$ cat config.mk
export PLATFORM = sky130hd
export DESIGN_NAME = cpu_top
export DESIGN_NICKNAME = d
export VERILOG_FILES = /design/src/cpu_pkg.sv /design/src/cpu_ctrl_if.sv /design/src/cpu_top.sv /design/src/cpu_datapath.sv /design/src/cpu_control.sv /design/src/cpu_seq_mult.sv /design/src/cpu_regfile.sv
export SDC_FILE = /design/constraint.sdc
export NUM_CORES = 1
export LEC_CHECK = 0
export BUFFER_PORTS_ARGS = -buffer_cell sky130_fd_sc_hd__buf_2
export CAP_MARGIN = 20
export CORE_MARGIN = 2
export CORE_UTILIZATION = 53
export DETAILED_ROUTE_END_ITERATION = 12
export GPL_TIMING_DRIVEN = 0
export PLACE_DENSITY = 0.76
export SYNTH_ARGS = -nofsm -noshare
export SYNTH_HDL_FRONTEND = slang
export SYNTH_HIERARCHICAL = 1
export SYNTH_SLANG_ARGS = --single-unit
$ cat constraint.sdc
create_clock -name clk -period 6.07 [get_ports clk]
set_input_delay 0.607 -clock clk [delete_from_list [all_inputs] [get_ports clk]]
set_output_delay 0.607 -clock clk [all_outputs]
set_load 0.03 [all_outputs]
$ cat src/cpu_pkg.sv
// Shared definitions for the 16-bit multicycle processor
// Field widths, opcode and state encodings, word and register index types
package cpu_pkg;

    // =========================================================================
    // Widths
    // =========================================================================
    localparam int WORD_W  = 16;
    localparam int REG_AW  = 4;
    localparam int IMM_W   = 5;
    localparam int JADDR_W = 13;

    typedef logic signed [WORD_W-1:0] word_t;
    typedef logic [REG_AW-1:0]        reg_idx_t;

    // =========================================================================
    // Encodings
    // =========================================================================
    // Bits 15:13 of the instruction word
    typedef enum logic [2:0] {
        OP_RTYPE   = 3'b000,
        OP_SLT_MUL = 3'b001,
        OP_LW      = 3'b010,
        OP_SW      = 3'b011,
        OP_BEQ     = 3'b100,
        OP_J       = 3'b101
    } opcode_e;

    // Main FSM states
    typedef enum logic [3:0] {
        IF_REQ,
        IF_WAIT,
        ID,
        ADD_EX,
        SUB_EX,
        SLT_EX,
        MULT_EX,
        R_WB,
        LW_EX,
        SW_EX,
        BEQ_EX,
        LW_WAIT,
        SW_WAIT,
        MEM_WB
    } cpu_state_e;

endpackage
$ cat src/cpu_ctrl_if.sv
// Control interface between the main FSM and the datapath
`timescale 1ns/100ps

interface cpu_ctrl_if;
    import cpu_pkg::*;

    cpu_state_e state;
    opcode_e    opcode;
    logic       func;
    logic       mult_done;
    // Memory responses forwarded by the FSM
    logic       imem_valid;
    logic       dmem_valid;

    modport ctrl (
        output state, imem_valid, dmem_valid,
        input  opcode, func, mult_done
    );

    modport dp (
        input  state, imem_valid, dmem_valid,
        output opcode, func, mult_done
    );

endinterface

$ cat src/cpu_top.sv
// Top level of the multicycle processor
// Joins the FSM and the datapath behind plain memory ports
`timescale 1ns/100ps

module cpu_top (
    input  logic                       clk,
    input  logic                       rst_n,
    // Instruction memory
    output logic                       o_imem_req,
    output logic [cpu_pkg::WORD_W-1:0] o_imem_addr,
    input  logic                       i_imem_valid,
    input  logic [cpu_pkg::WORD_W-1:0] i_imem_data,
    // Data memory
    output logic                       o_dmem_req,
    output logic                       o_dmem_we,
    output logic [cpu_pkg::WORD_W-1:0] o_dmem_addr,
    output logic [cpu_pkg::WORD_W-1:0] o_dmem_wdata,
    input  logic                       i_dmem_valid,
    input  logic [cpu_pkg::WORD_W-1:0] i_dmem_rdata,
    // Low for one cycle per retired instruction
    output logic                       o_io_stall
);

    cpu_ctrl_if u_ctrl_if ();

    cpu_control u_control (
        .clk          (clk),
        .rst_n        (rst_n),
        .ctrl         (u_ctrl_if.ctrl),
        .i_imem_valid (i_imem_valid),
        .i_dmem_valid (i_dmem_valid),
        .o_imem_req   (o_imem_req),
        .o_dmem_req   (o_dmem_req),
        .o_dmem_we    (o_dmem_we),
        .o_io_stall   (o_io_stall)
    );

    cpu_datapath u_datapath (
        .clk          (clk),
        .rst_n        (rst_n),
        .ctrl         (u_ctrl_if.dp),
        .i_imem_data  (i_imem_data),
        .i_dmem_rdata (i_dmem_rdata),
        .o_imem_addr  (o_imem_addr),
        .o_dmem_addr  (o_dmem_addr),
        .o_dmem_wdata (o_dmem_wdata)
    );

endmodule

$ cat src/cpu_datapath.sv
// Processor datapath with PC, instruction register, operands and ALU
// Holds the memory addresses and owns the register file and multiplier
`timescale 1ns/100ps

module cpu_datapath (
    input  logic                       clk,
    input  logic                       rst_n,
    cpu_ctrl_if.dp                     ctrl,
    input  logic [cpu_pkg::WORD_W-1:0] i_imem_data,
    input  logic [cpu_pkg::WORD_W-1:0] i_dmem_rdata,
    output logic [cpu_pkg::WORD_W-1:0] o_imem_addr,
    output logic [cpu_pkg::WORD_W-1:0] o_dmem_addr,
    output logic [cpu_pkg::WORD_W-1:0] o_dmem_wdata
);
    import cpu_pkg::*;

    logic [WORD_W-1:0] pc_q;
    logic [WORD_W-1:0] ir_q;
    word_t             op_a_q;
    word_t             op_b_q;
    word_t             alu_q;
    word_t             mem_q;
    word_t             alu_res;
    word_t             imm_ext;
    word_t             rs_data;
    word_t             rt_data;
    word_t             mult_prod;
    opcode_e           opcode;
    reg_idx_t          rs;
    reg_idx_t          rt;
    reg_idx_t          rd;
    logic              mult_ex_d1;
    logic              mult_start;

    // Instruction fields
    assign opcode  = opcode_e'(ir_q[WORD_W-1 -: $bits(opcode_e)]);
    assign rs      = ir_q[12:9];
    assign rt      = ir_q[8:5];
    assign rd      = ir_q[4:1];
    assign imm_ext = {{(WORD_W-IMM_W){ir_q[IMM_W-1]}}, ir_q[IMM_W-1:0]};

    assign ctrl.opcode = opcode;
    assign ctrl.func   = ir_q[0];

    // =========================================================================
    // PC and instruction register
    // =========================================================================
    always_ff @(posedge clk or negedge rst_n)
    begin
        if (!rst_n)
        begin
            pc_q <= '0;
        end
        else if ((ctrl.state == ID) && (opcode == OP_J))
        begin
            pc_q <= {{(WORD_W-JADDR_W){1'b0}}, ir_q[JADDR_W-1:0]};
        end
        else if ((ctrl.state == ID) || ((ctrl.state == BEQ_EX) && (op_a_q == op_b_q)))
        begin
            pc_q <= alu_res;
        end
    end

    // Payload registers
    always_ff @(posedge clk)
    begin
        if ((ctrl.state == IF_WAIT) && ctrl.imem_valid)
        begin
            ir_q <= i_imem_data;
        end
        if (ctrl.state == ID)
        begin
            op_a_q <= rs_data;
            op_b_q <= rt_data;
        end
        if ((ctrl.state == LW_WAIT) && ctrl.dmem_valid)
        begin
            mem_q <= i_dmem_rdata;
        end
    end

    // =========================================================================
    // ALU
    // =========================================================================
    always_comb
    begin
        case (ctrl.state)
            ID:           alu_res = $signed(pc_q) + word_t'(1);
            ADD_EX:       alu_res = op_a_q + op_b_q;
            SUB_EX:       alu_res = op_a_q - op_b_q;
            SLT_EX:       alu_res = (op_a_q < op_b_q) ? word_t'(1) : word_t'(0);
            LW_EX, SW_EX: alu_res = op_a_q + imm_ext;
            // PC already points past the branch
            BEQ_EX:       alu_res = $signed(pc_q) + imm_ext;
            default:      alu_res = '0;
        endcase
    end

    always_ff @(posedge clk)
    begin
        if ((ctrl.state == MULT_EX) && ctrl.mult_done)
        begin
            alu_q <= mult_prod;
        end
        else if ((ctrl.state == ADD_EX) || (ctrl.state == SUB_EX) || (ctrl.state == SLT_EX)
              || (ctrl.state == LW_EX) || (ctrl.state == SW_EX))
        begin
            alu_q <= alu_res;
        end
    end

    // Start pulse on the first MULT_EX cycle
    always_ff @(posedge clk or negedge rst_n)
    begin
        if (!rst_n)
        begin
            mult_ex_d1 <= 1'b0;
        end
        else
        begin
            mult_ex_d1 <= (ctrl.state == MULT_EX);
        end
    end

    assign mult_start = (ctrl.state == MULT_EX) && !mult_ex_d1;

    cpu_seq_mult u_mult (
        .clk       (clk),
        .rst_n     (rst_n),
        .i_start   (mult_start),
        .i_a       (op_a_q),
        .i_b       (op_b_q),
        .o_done    (ctrl.mult_done),
        .o_product (mult_prod)
    );

    // R-type writes rd, loads write rt
    cpu_regfile u_regfile (
        .clk       (clk),
        .rst_n     (rst_n),
        .i_rs_idx  (rs),
        .i_rt_idx  (rt),
        .o_rs_data (rs_data),
        .o_rt_data (rt_data),
        .i_we      ((ctrl.state == R_WB) || (ctrl.state == MEM_WB)),
        .i_wr_idx  ((ctrl.state == R_WB) ? rd : rt),
        .i_wr_data ((ctrl.state == R_WB) ? alu_q : mem_q)
    );

    assign o_imem_addr  = pc_q;
    assign o_dmem_addr  = alu_q;
    assign o_dmem_wdata = op_b_q;

endmodule

$ cat src/cpu_control.sv
// Main FSM of the processor
// Sequences each instruction and drives the memory strobes and the retire flag
`timescale 1ns/100ps

module cpu_control (
    input  logic       clk,
    input  logic       rst_n,
    cpu_ctrl_if.ctrl   ctrl,
    input  logic       i_imem_valid,
    input  logic       i_dmem_valid,
    output logic       o_imem_req,
    output logic       o_dmem_req,
    output logic       o_dmem_we,
    output logic       o_io_stall
);
    import cpu_pkg::*;

    cpu_state_e state_q;
    cpu_state_e state_nxt;
    logic       retire;

    assign ctrl.state      = state_q;
    assign ctrl.imem_valid = i_imem_valid;
    assign ctrl.dmem_valid = i_dmem_valid;

    // =========================================================================
    // State register and next state
    // =========================================================================
    always_ff @(posedge clk or negedge rst_n)
    begin
        if (!rst_n)
        begin
            state_q <= IF_REQ;
        end
        else
        begin
            state_q <= state_nxt;
        end
    end

    always_comb
    begin
        state_nxt = state_q;
        case (state_q)
            IF_REQ:  state_nxt = IF_WAIT;
            IF_WAIT: state_nxt = i_imem_valid ? ID : IF_WAIT;
            ID:
            begin
                case (ctrl.opcode)
                    OP_RTYPE:   state_nxt = ctrl.func ? SUB_EX : ADD_EX;
                    OP_SLT_MUL: state_nxt = ctrl.func ? MULT_EX : SLT_EX;
                    OP_LW:      state_nxt = LW_EX;
                    OP_SW:      state_nxt = SW_EX;
                    OP_BEQ:     state_nxt = BEQ_EX;
                    // J finishes here, unused opcodes fall through as no-ops
                    default:    state_nxt = IF_REQ;
                endcase
            end
            ADD_EX, SUB_EX, SLT_EX: state_nxt = R_WB;
            MULT_EX: state_nxt = ctrl.mult_done ? R_WB : MULT_EX;
            LW_EX:   state_nxt = LW_WAIT;
            SW_EX:   state_nxt = SW_WAIT;
            LW_WAIT: state_nxt = i_dmem_valid ? MEM_WB : LW_WAIT;
            SW_WAIT: state_nxt = i_dmem_valid ? IF_REQ : SW_WAIT;
            default: state_nxt = IF_REQ;
        endcase
    end

    // =========================================================================
    // Strobes and retire flag
    // =========================================================================
    assign retire = (state_q == R_WB) || (state_q == MEM_WB) || (state_q == BEQ_EX)
                 || ((state_q == ID) && (ctrl.opcode == OP_J))
                 || ((state_q == SW_WAIT) && i_dmem_valid);

    // Requests fire in the cycle after the issuing state
    always_ff @(posedge clk or negedge rst_n)
    begin
        if (!rst_n)
        begin
            o_imem_req <= 1'b0;
            o_dmem_req <= 1'b0;
            o_dmem_we  <= 1'b0;
            o_io_stall <= 1'b1;
        end
        else
        begin
            o_imem_req <= (state_q == IF_REQ);
            o_dmem_req <= (state_q == LW_EX) || (state_q == SW_EX);
            o_dmem_we  <= (state_q == SW_EX);
            o_io_stall <= !retire;
        end
    end

endmodule

$ cat src/cpu_seq_mult.sv
// Sequential shift-add multiplier, one multiplier bit per cycle
// Returns the low word of the product
`timescale 1ns/100ps

module cpu_seq_mult (
    input  logic           clk,
    input  logic           rst_n,
    input  logic           i_start,
    input  cpu_pkg::word_t i_a,
    input  cpu_pkg::word_t i_b,
    output logic           o_done,
    output cpu_pkg::word_t o_product
);
    import cpu_pkg::*;

    word_t                     acc_q;
    word_t                     mcand_q;
    logic [WORD_W-1:0]         mplier_q;
    logic [$clog2(WORD_W)-1:0] cnt_q;
    logic                      busy_q;

    // First partial product is taken with the start pulse
    always_ff @(posedge clk)
    begin
        if (i_start)
        begin
            acc_q    <= i_b[0] ? i_a : '0;
            mcand_q  <= i_a <<< 1;
            mplier_q <= i_b >> 1;
        end
        else if (busy_q)
        begin
            if (mplier_q[0])
            begin
                acc_q <= acc_q + mcand_q;
            end
            mcand_q  <= mcand_q <<< 1;
            mplier_q <= mplier_q >> 1;
        end
    end

    always_ff @(posedge clk or negedge rst_n)
    begin
        if (!rst_n)
        begin
            cnt_q  <= '0;
            busy_q <= 1'b0;
            o_done <= 1'b0;
        end
        else
        begin
            o_done <= busy_q && (cnt_q == '1);
            if (i_start)
            begin
                cnt_q  <= 1;
                busy_q <= 1'b1;
            end
            else if (busy_q)
            begin
                cnt_q <= cnt_q + 1'b1;
                if (cnt_q == '1)
                begin
                    busy_q <= 1'b0;
                end
            end
        end
    end

    assign o_product = acc_q;

endmodule

$ cat src/cpu_regfile.sv
// Sixteen-entry register file, two asynchronous reads and one write
`timescale 1ns/100ps

module cpu_regfile (
    input  logic              clk,
    input  logic              rst_n,
    input  cpu_pkg::reg_idx_t i_rs_idx,
    input  cpu_pkg::reg_idx_t i_rt_idx,
    output cpu_pkg::word_t    o_rs_data,
    output cpu_pkg::word_t    o_rt_data,
    input  logic              i_we,
    input  cpu_pkg::reg_idx_t i_wr_idx,
    input  cpu_pkg::word_t    i_wr_data
);
    import cpu_pkg::*;

    word_t regs [2**REG_AW];

    always_ff @(posedge clk or negedge rst_n)
    begin
        if (!rst_n)
        begin
            for (int i = 0; i < 2**REG_AW; i++)
            begin
                regs[i] <= '0;
            end
        end
        else if (i_we)
        begin
            regs[i_wr_idx] <= i_wr_data;
        end
    end

    assign o_rs_data = regs[i_rs_idx];
    assign o_rt_data = regs[i_rt_idx];

endmodule

Word level (Yosys, flattened, before mapping)
Cells that the tools add are included.
{ "totals": {"word_cells": 137, "output_inout_bits": 52, "ff_bits": 413, "inputBits": 36} }
{ "classes": {"n_lt_le_gt_ge": 5, "bitwise": 3, "reduce_logical": 30, "n_mux": 38, "add_sub_neg": 7, "eq_ne": 20} }
{ "op_table": {"columns": ["op", "count"], "rows": [
  ["$bwmux W256", 1],
  ["$mux W16", 16],
  ["$bmux W16 S4", 2],
  ["$pmux W16 S6", 1],
  ["$demux W16 S4", 1],
  ["$pmux W4 S9", 1],
  ["$add A16 B16 Y16", 2],
  ["$add A16 B5 Y16", 2],
  ["$mux W15", 2],
  ["$eq A4 B4 Y1 const B", 7],
  ["$pmux W4 S5", 1],
  ["$add A16 B2 Y16 const B", 1],
  ["$eq A16 B16 Y1", 1],
  ["$eq A4 B3 Y1 const B", 4],
  ["$lt A16 B16 Y1", 1],
  ["$mux W4", 4],
  ["$sub A16 B16 Y16", 1],
  ["$ge A5 B5 Y1 const B", 3],
  ["$not A4 Y5", 3],
  ["$logic_or A1 B1 Y1", 10],
  ["$logic_and A1 B1 Y1", 9],
  ["$eq A4 B2 Y1 const B", 2],
  ["$reduce_bool A2 Y1", 4],
  ["$eq A3 B2 Y1 const B", 2],
  ["other kinds (14)", 22]
]} }

Depth between registers and ports, before layout
{ "logic_depth": {"depth_word": 8, "mapped_depth": 15} }

Modules after synthesis
The synthesis kept the hierarchy.
{ "modules_own_cells": {"columns": ["mod", "seq_area_each_um2", "cells_per_inst", "instances", "area_each_um2"], "rows": [
  ["cpu_regfile", 6406.1, 849, 1, 13470.4],
  ["cpu_datapath", 2827.7, 735, 1, 7144.4],
  ["cpu_seq_mult", 1531.5, 235, 1, 2846.5],
  ["cpu_control", 201.4, 56, 1, 513.0]
]} }

Worst setup path before layout
OpenSTA, ideal clock, no wires.
{ "synth_timing": {"path_kind": "reg2reg", "from": "reg u_control.state_q[0] (netlist: u_control/ctrl.state[0])", "to": "reg u_datapath.alu_q[14] (netlist: u_datapath/o_dmem_addr[14]), data pin", "arrival_time_ns": 3.293, "synth_period_minus_slack_ns": 3.564, "stages_incl_launch_ff": 13, "required_time_ns": 5.800, "path_slack_ns": 2.506, "cell_sequence": "dfrtp_1 > and4bb_1 > buf_6 > clkbuf_1 > mux2_2 > ha_1 > a21oi_1 > a2bb2oi_1 > nand2_1 > o311ai_0 > mux2_2 > a211oi_2 > a21oi_1"} }
{ "synth_between": {"elab_chain_cells": 5, "elab_cells_between_ends": 13, "classes_between": "eq/ne (8); mux (3); reduce/logical (2)"} }
{ "synth_rtl": {"columns": ["item", "line", "source"], "rows": [
  ["from (decl)", "cpu_control.sv:18", "cpu_state_e state_q;"],
  ["from (signal assigned)", "cpu_control.sv:37", "state_q <= state_nxt;"],
  ["$eq A4 B4 Y1", "cpu_datapath.sv:87", "case (ctrl.state)"],
  ["$reduce_or A2 Y1", "cpu_datapath.sv:87", null],
  ["$pmux W16 S6", "cpu_datapath.sv:87", null],
  ["$mux W16", "cpu_datapath.sv:105", "else if ((ctrl.state == ADD_EX) || (ctrl.state == SUB_EX) || (ctrl.state == SLT_EX)"],
  ["$mux W16 *", "cpu_datapath.sv:101", "if ((ctrl.state == MULT_EX) && ctrl.mult_done)"],
  ["to (signal assigned)", "cpu_datapath.sv:103", "alu_q <= mult_prod;"],
  ["to (signal assigned)", "cpu_datapath.sv:108", "alu_q <= alu_res;"],
  ["to (decl)", "cpu_datapath.sv:21", "word_t alu_q;"]
]} }
Every way passes the cells marked *; elsewhere a longest branch is shown, timed or not. The select of a mux whose other input is x is not followed.
A chain may end at the register's enable or synchronous reset.

Worst setup path after layout
{ "layout_timing": {"from": "reg u_control.state_q[0] (netlist: u_control/ctrl.state[0])", "to": "reg u_datapath.alu_q[8] (netlist: u_datapath/o_dmem_addr[8]), data pin"} }
The elaborated chain is that of the path after synthesis.

==> metrics.md <==
| Metric | Value |
|---|---|
| Status | complete, no violations |
| Post-synth top area cell | dfrtp_1 |
| Die width | 217 µm |
| Top cell type's share of synthesized area | 29.9% |
| Core area | 44400 µm² |
| Area of the multi-input gates | 12200 µm² |
| DP Cell Count | 2561 |
| Top-count cell post-synth | mux2_2 |
| Vias in the first global route | 17400 |
| Gr usage total | 29.8% |
| Detailed router's first-iteration violation count | 1632 |
| Worst Hold Depth | 1 |
| Mapped Area | 24000 µm² |
| Fill cells | 3464 |
| Gates resized, CTS repair | 0 |
| CTS root buf | clkbuf_16 |
| Async set-reset flop share out of synthesis | 69.5% |
| Hpwl dp | 51700 µm |
| Fin. Hold Viols | 0 |
| Final wirelength | 70100 µm |
| HP Class | in -> reg |
| DRT antenna net count | 0 |
| Peak supply drop | 0.311 mV |
| Die boundary height | 217 µm |
| First-pass GRT wire length | 105000 µm |
| Die ar. | 47000 µm² |
| Port bufs | 87 |
| Post-synth top cells | 308 x mux2_2, 286 x dfrtp_1, 128 x mux4_2 |
| CTS Buffer Depth | 3 |
| Final Slew Violations | 0 |
| GP Congestion | 0.995 |
| Setup ws final | 1.40 ns |
| Hold_buf cts | 1 |
| Period minus WS final | 4.67 ns |
| Mapped Cells | 1875 |
| EDFF count, synth | 126 |
| Total gr overflow | 0 |
| Slew margin rel. | 11.9% |
| # IOs | 88 |
| RSZ-0062 raised after global routing | no |
| Clk Latency, worst-skew pair | 0.59 ns |
| FF/Latch Area | 11000 µm² |
| P&R area growth vs syn | 12.0% |
| Place WS | 1.42 ns |
| Mapped Nets | 1980 |
| CP startpoint kind | flop |
| Final period util | 76.9% |
| Measured slew at the worst slew-check pin | 1.30 ns |
| Number of synthesized register bits | 413 |
| CTS tree | built |
| # rows | 77 |
| Final Instance Area | 26900 µm² |
| Nets@finish | 2122 |
| Syn_area_per_cell | 12.8 µm² |
| Clock tree sinks | 413 |
| Synth Flop Type | dfrtp_1 |
| CP Class | reg -> reg |
| Clk_skew | 0.0304 ns |
| First-pass iteration count of the detailed router | 6 |
| Vias per cell | 6.57 |
| Critical path required time | 6.37 ns |
| Hold wc startpoint | i_imem_data[5] |
| Worst Setup End Kind | flop |
| R2R setup slack | 1.40 ns |
| FF-to-FF End | u_datapath/o_dmem_addr[8]$_DFFE_PP_ |
| R2r startpoint | u_control/ctrl.state[0]$_DFF_PN0_ |
| WL per Instance | 26.5 µm |
| Worst EP arrival | 4.97 ns |
| DRC | 0 |
| H-tree depth | 2 |
| Seq/Total Area, Yosys | 45.7% |
| Synth area leaders | dfrtp_1 30%, edfxtp_1 16%, mux2_2 14% |
| Setup violators final | 0 |
| Clock slew at reported path FFs | 0.06 ns |
| Max-cap violations | 0 |
| Initial Util | 54.0% |
| Hold Path Sink | u_datapath/ir_q[5]$_DFFE_PP_ |
| Total chip power | 13.9 mW |
| Share of cells above drive strength 1 | 34.3% |
| Crit path max fanout | 12 |
| Largest net degree at the start of global routing | 118 |
| Yosys Warn Count | 6 |
| Postcts setup bufs | 0 |
| Total CTS buffers | 45 |
| Fin cells | 2642 |
| Count of cell types in the netlist | 99 |
| P_leak | 11.4 nW |
| Post-Place Cell Area | 25300 µm² |
| Via count | 17300 |
| Worst Reg2Reg Path Length in Cells | 15 |
| Initial antenna violation count | 2 |
| Achievable Freq | 0.214 GHz |
| PD cells | 517 nW/µm² |
routing by layer:
| layer | part of all wire, % | up-vias | GRT usage (%) | routed length [µm] |
|---|---|---|---|---|
| met4 | 4.4 | 2 | 12.3 | 3060 |
| met3 | 7.2 | 170 | 5.21 | 5020 |
| met2 | 49 | 811 | 49.1 | 34000 |
| met5 | 0.013 | - | 0 | 9 |
| li1 | - | 7479 | - | - |
| met1 | 40 | 8884 | 39.2 | 27900 |
registers in the layout, summed over array words and instances, names as in the netlist, 4 cells and up:
signal                       flops
u_datapath/u_regfile/regs      256
u_datapath/o_dmem_addr          16
u_datapath/u_mult/mcand_q       15
u_datapath/u_mult/o_product     16
u_datapath/mem_q                16
u_datapath/op_a_q               16
u_datapath/o_imem_addr          16
u_datapath/o_dmem_wdata         16
u_datapath/u_mult/cnt_q          4
u_datapath/u_mult/mplier_q      15
u_control/ctrl.state             4
u_datapath/ir_q                 16
cells in the final DEF (no fill, tap or decap), types with 9 or more instances in the layout:
| master | synthesis | routed |
|---|---|---|
| mux2_2 | 308 | 308 |
| dfrtp_1 | 286 | 286 |
| mux4_2 | 128 | 128 |
| edfxtp_1 | 126 | 126 |
| buf_2 | 37 | 123 |
| nand2_1 | 99 | 99 |
| clkbuf_1 | 78 | 85 |
| a21oi_1 | 80 | 80 |
| nor2_1 | 72 | 71 |
| a22oi_1 | 67 | 67 |
| ha_1 | 65 | 65 |
| o21ai_0 | 50 | 50 |
| clkbuf_16 | 0 | 47 |
| inv_1 | 46 | 46 |
| nand3_1 | 40 | 40 |
| xnor2_1 | 29 | 29 |
| nor3_1 | 18 | 17 |
| a21o_1 | 16 | 16 |
| xor2_1 | 16 | 16 |
| nor2b_1 | 14 | 14 |
| nand2b_1 | 14 | 14 |
| o22ai_1 | 13 | 13 |
| a31oi_1 | 12 | 12 |
| and3_1 | 11 | 11 |
| mux2i_1 | 11 | 11 |
| buf_4 | 11 | 11 |
| mux2_4 | 11 | 11 |
| o21ai_1 | 10 | 10 |
| nand4_1 | 10 | 10 |
| clkinv_2 | 0 | 9 |
| a211oi_1 | 9 | 9 |
worst max path at each step:
stage                                                endpoint  depth (start not counted)                         startpoint  slack [ns]
floorplan                u_datapath/o_dmem_addr[14]$_DFFE_PP_                         12  u_control/ctrl.state[0]$_DFF_PN0_        2.51
global placement    u_datapath/u_regfile/regs[11]$_DFFE_PN0P_                          1                              rst_n       -0.81
detailed placement        u_datapath/o_dmem_addr[8]$_DFFE_PP_                         15  u_control/ctrl.state[0]$_DFF_PN0_        1.42
CTS                       u_datapath/o_dmem_addr[8]$_DFFE_PP_                         15  u_control/ctrl.state[0]$_DFF_PN0_        1.43
global route              u_datapath/o_dmem_addr[8]$_DFFE_PP_                         15  u_control/ctrl.state[1]$_DFF_PN0_        1.23
finish                    u_datapath/o_dmem_addr[8]$_DFFE_PP_                         15  u_control/ctrl.state[0]$_DFF_PN0_        1.40
cells by family after synthesis:
| kind of cell | after synthesis | share of synthesized area [%] |
|---|---|---|
| flip-flops | 413 | 45.7 |
| AND/OR/NAND/NOR | 356 | 7.93 |
| buffers and inverters | 191 | 3.62 |
| AO/OA/AOI/OAI | 342 | 9.65 |
| multiplexers | 459 | 27.7 |
| adder cells (fa/ha/maj) | 69 | 3.73 |
| XOR/XNOR | 45 | 1.64 |
critical path, cell delays in order, from the launching register on:
cell and delay (ns):
dfrtp_1 0.49, and4bb_1 0.33, buf_6 0.17, clkbuf_1 0.49, nand2_1 0.09, o21ai_0 0.09, ha_1 0.25, inv_1 0.07
fa_1 0.40, nand3b_1 0.22, a211o_1 0.34, and3b_1 0.22, xor2_1 0.17, nor2_1 0.11, nor4_1 0.77, a21oi_1 0.16
cell type report:
class,count,share of cell area [%]
Multi-Input combinational cell,1271,45.3
Sequential cell,413,40.8
Clock buffer,62,4.89
Tap cell,592,2.76
Buffer,142,2.55
Timing Repair Buffer,95,2.23
Clock inverter,17,0.745
Inverter,49,0.685
Antenna cell,1,0.00932
stage by stage:
| step | setup TNS, ns | hold WS, ns | utilization (%) |
|---|---|---|---|
| finish | 0 | 0.188 | 60.5 |
| floorplan | 0 | 0.311 | - |
| CTS | 0 | 0.161 | 60.5 |
| detailed placement | 0 | 0.514 | 57.0 |
| global placement | -222.69 | 0.500 | 56.6 |
| global route | 0 | 0.170 | 60.5 |
report_power, final:
group          switching, mW  internal, mW  leakage (nW)  total [mW]
logic                   3.44          2.65          5.64        6.09
registers              0.915          4.06          5.03        4.98
clock network           1.16          1.64         0.751        2.80
(Power assumes the default switching activity.)
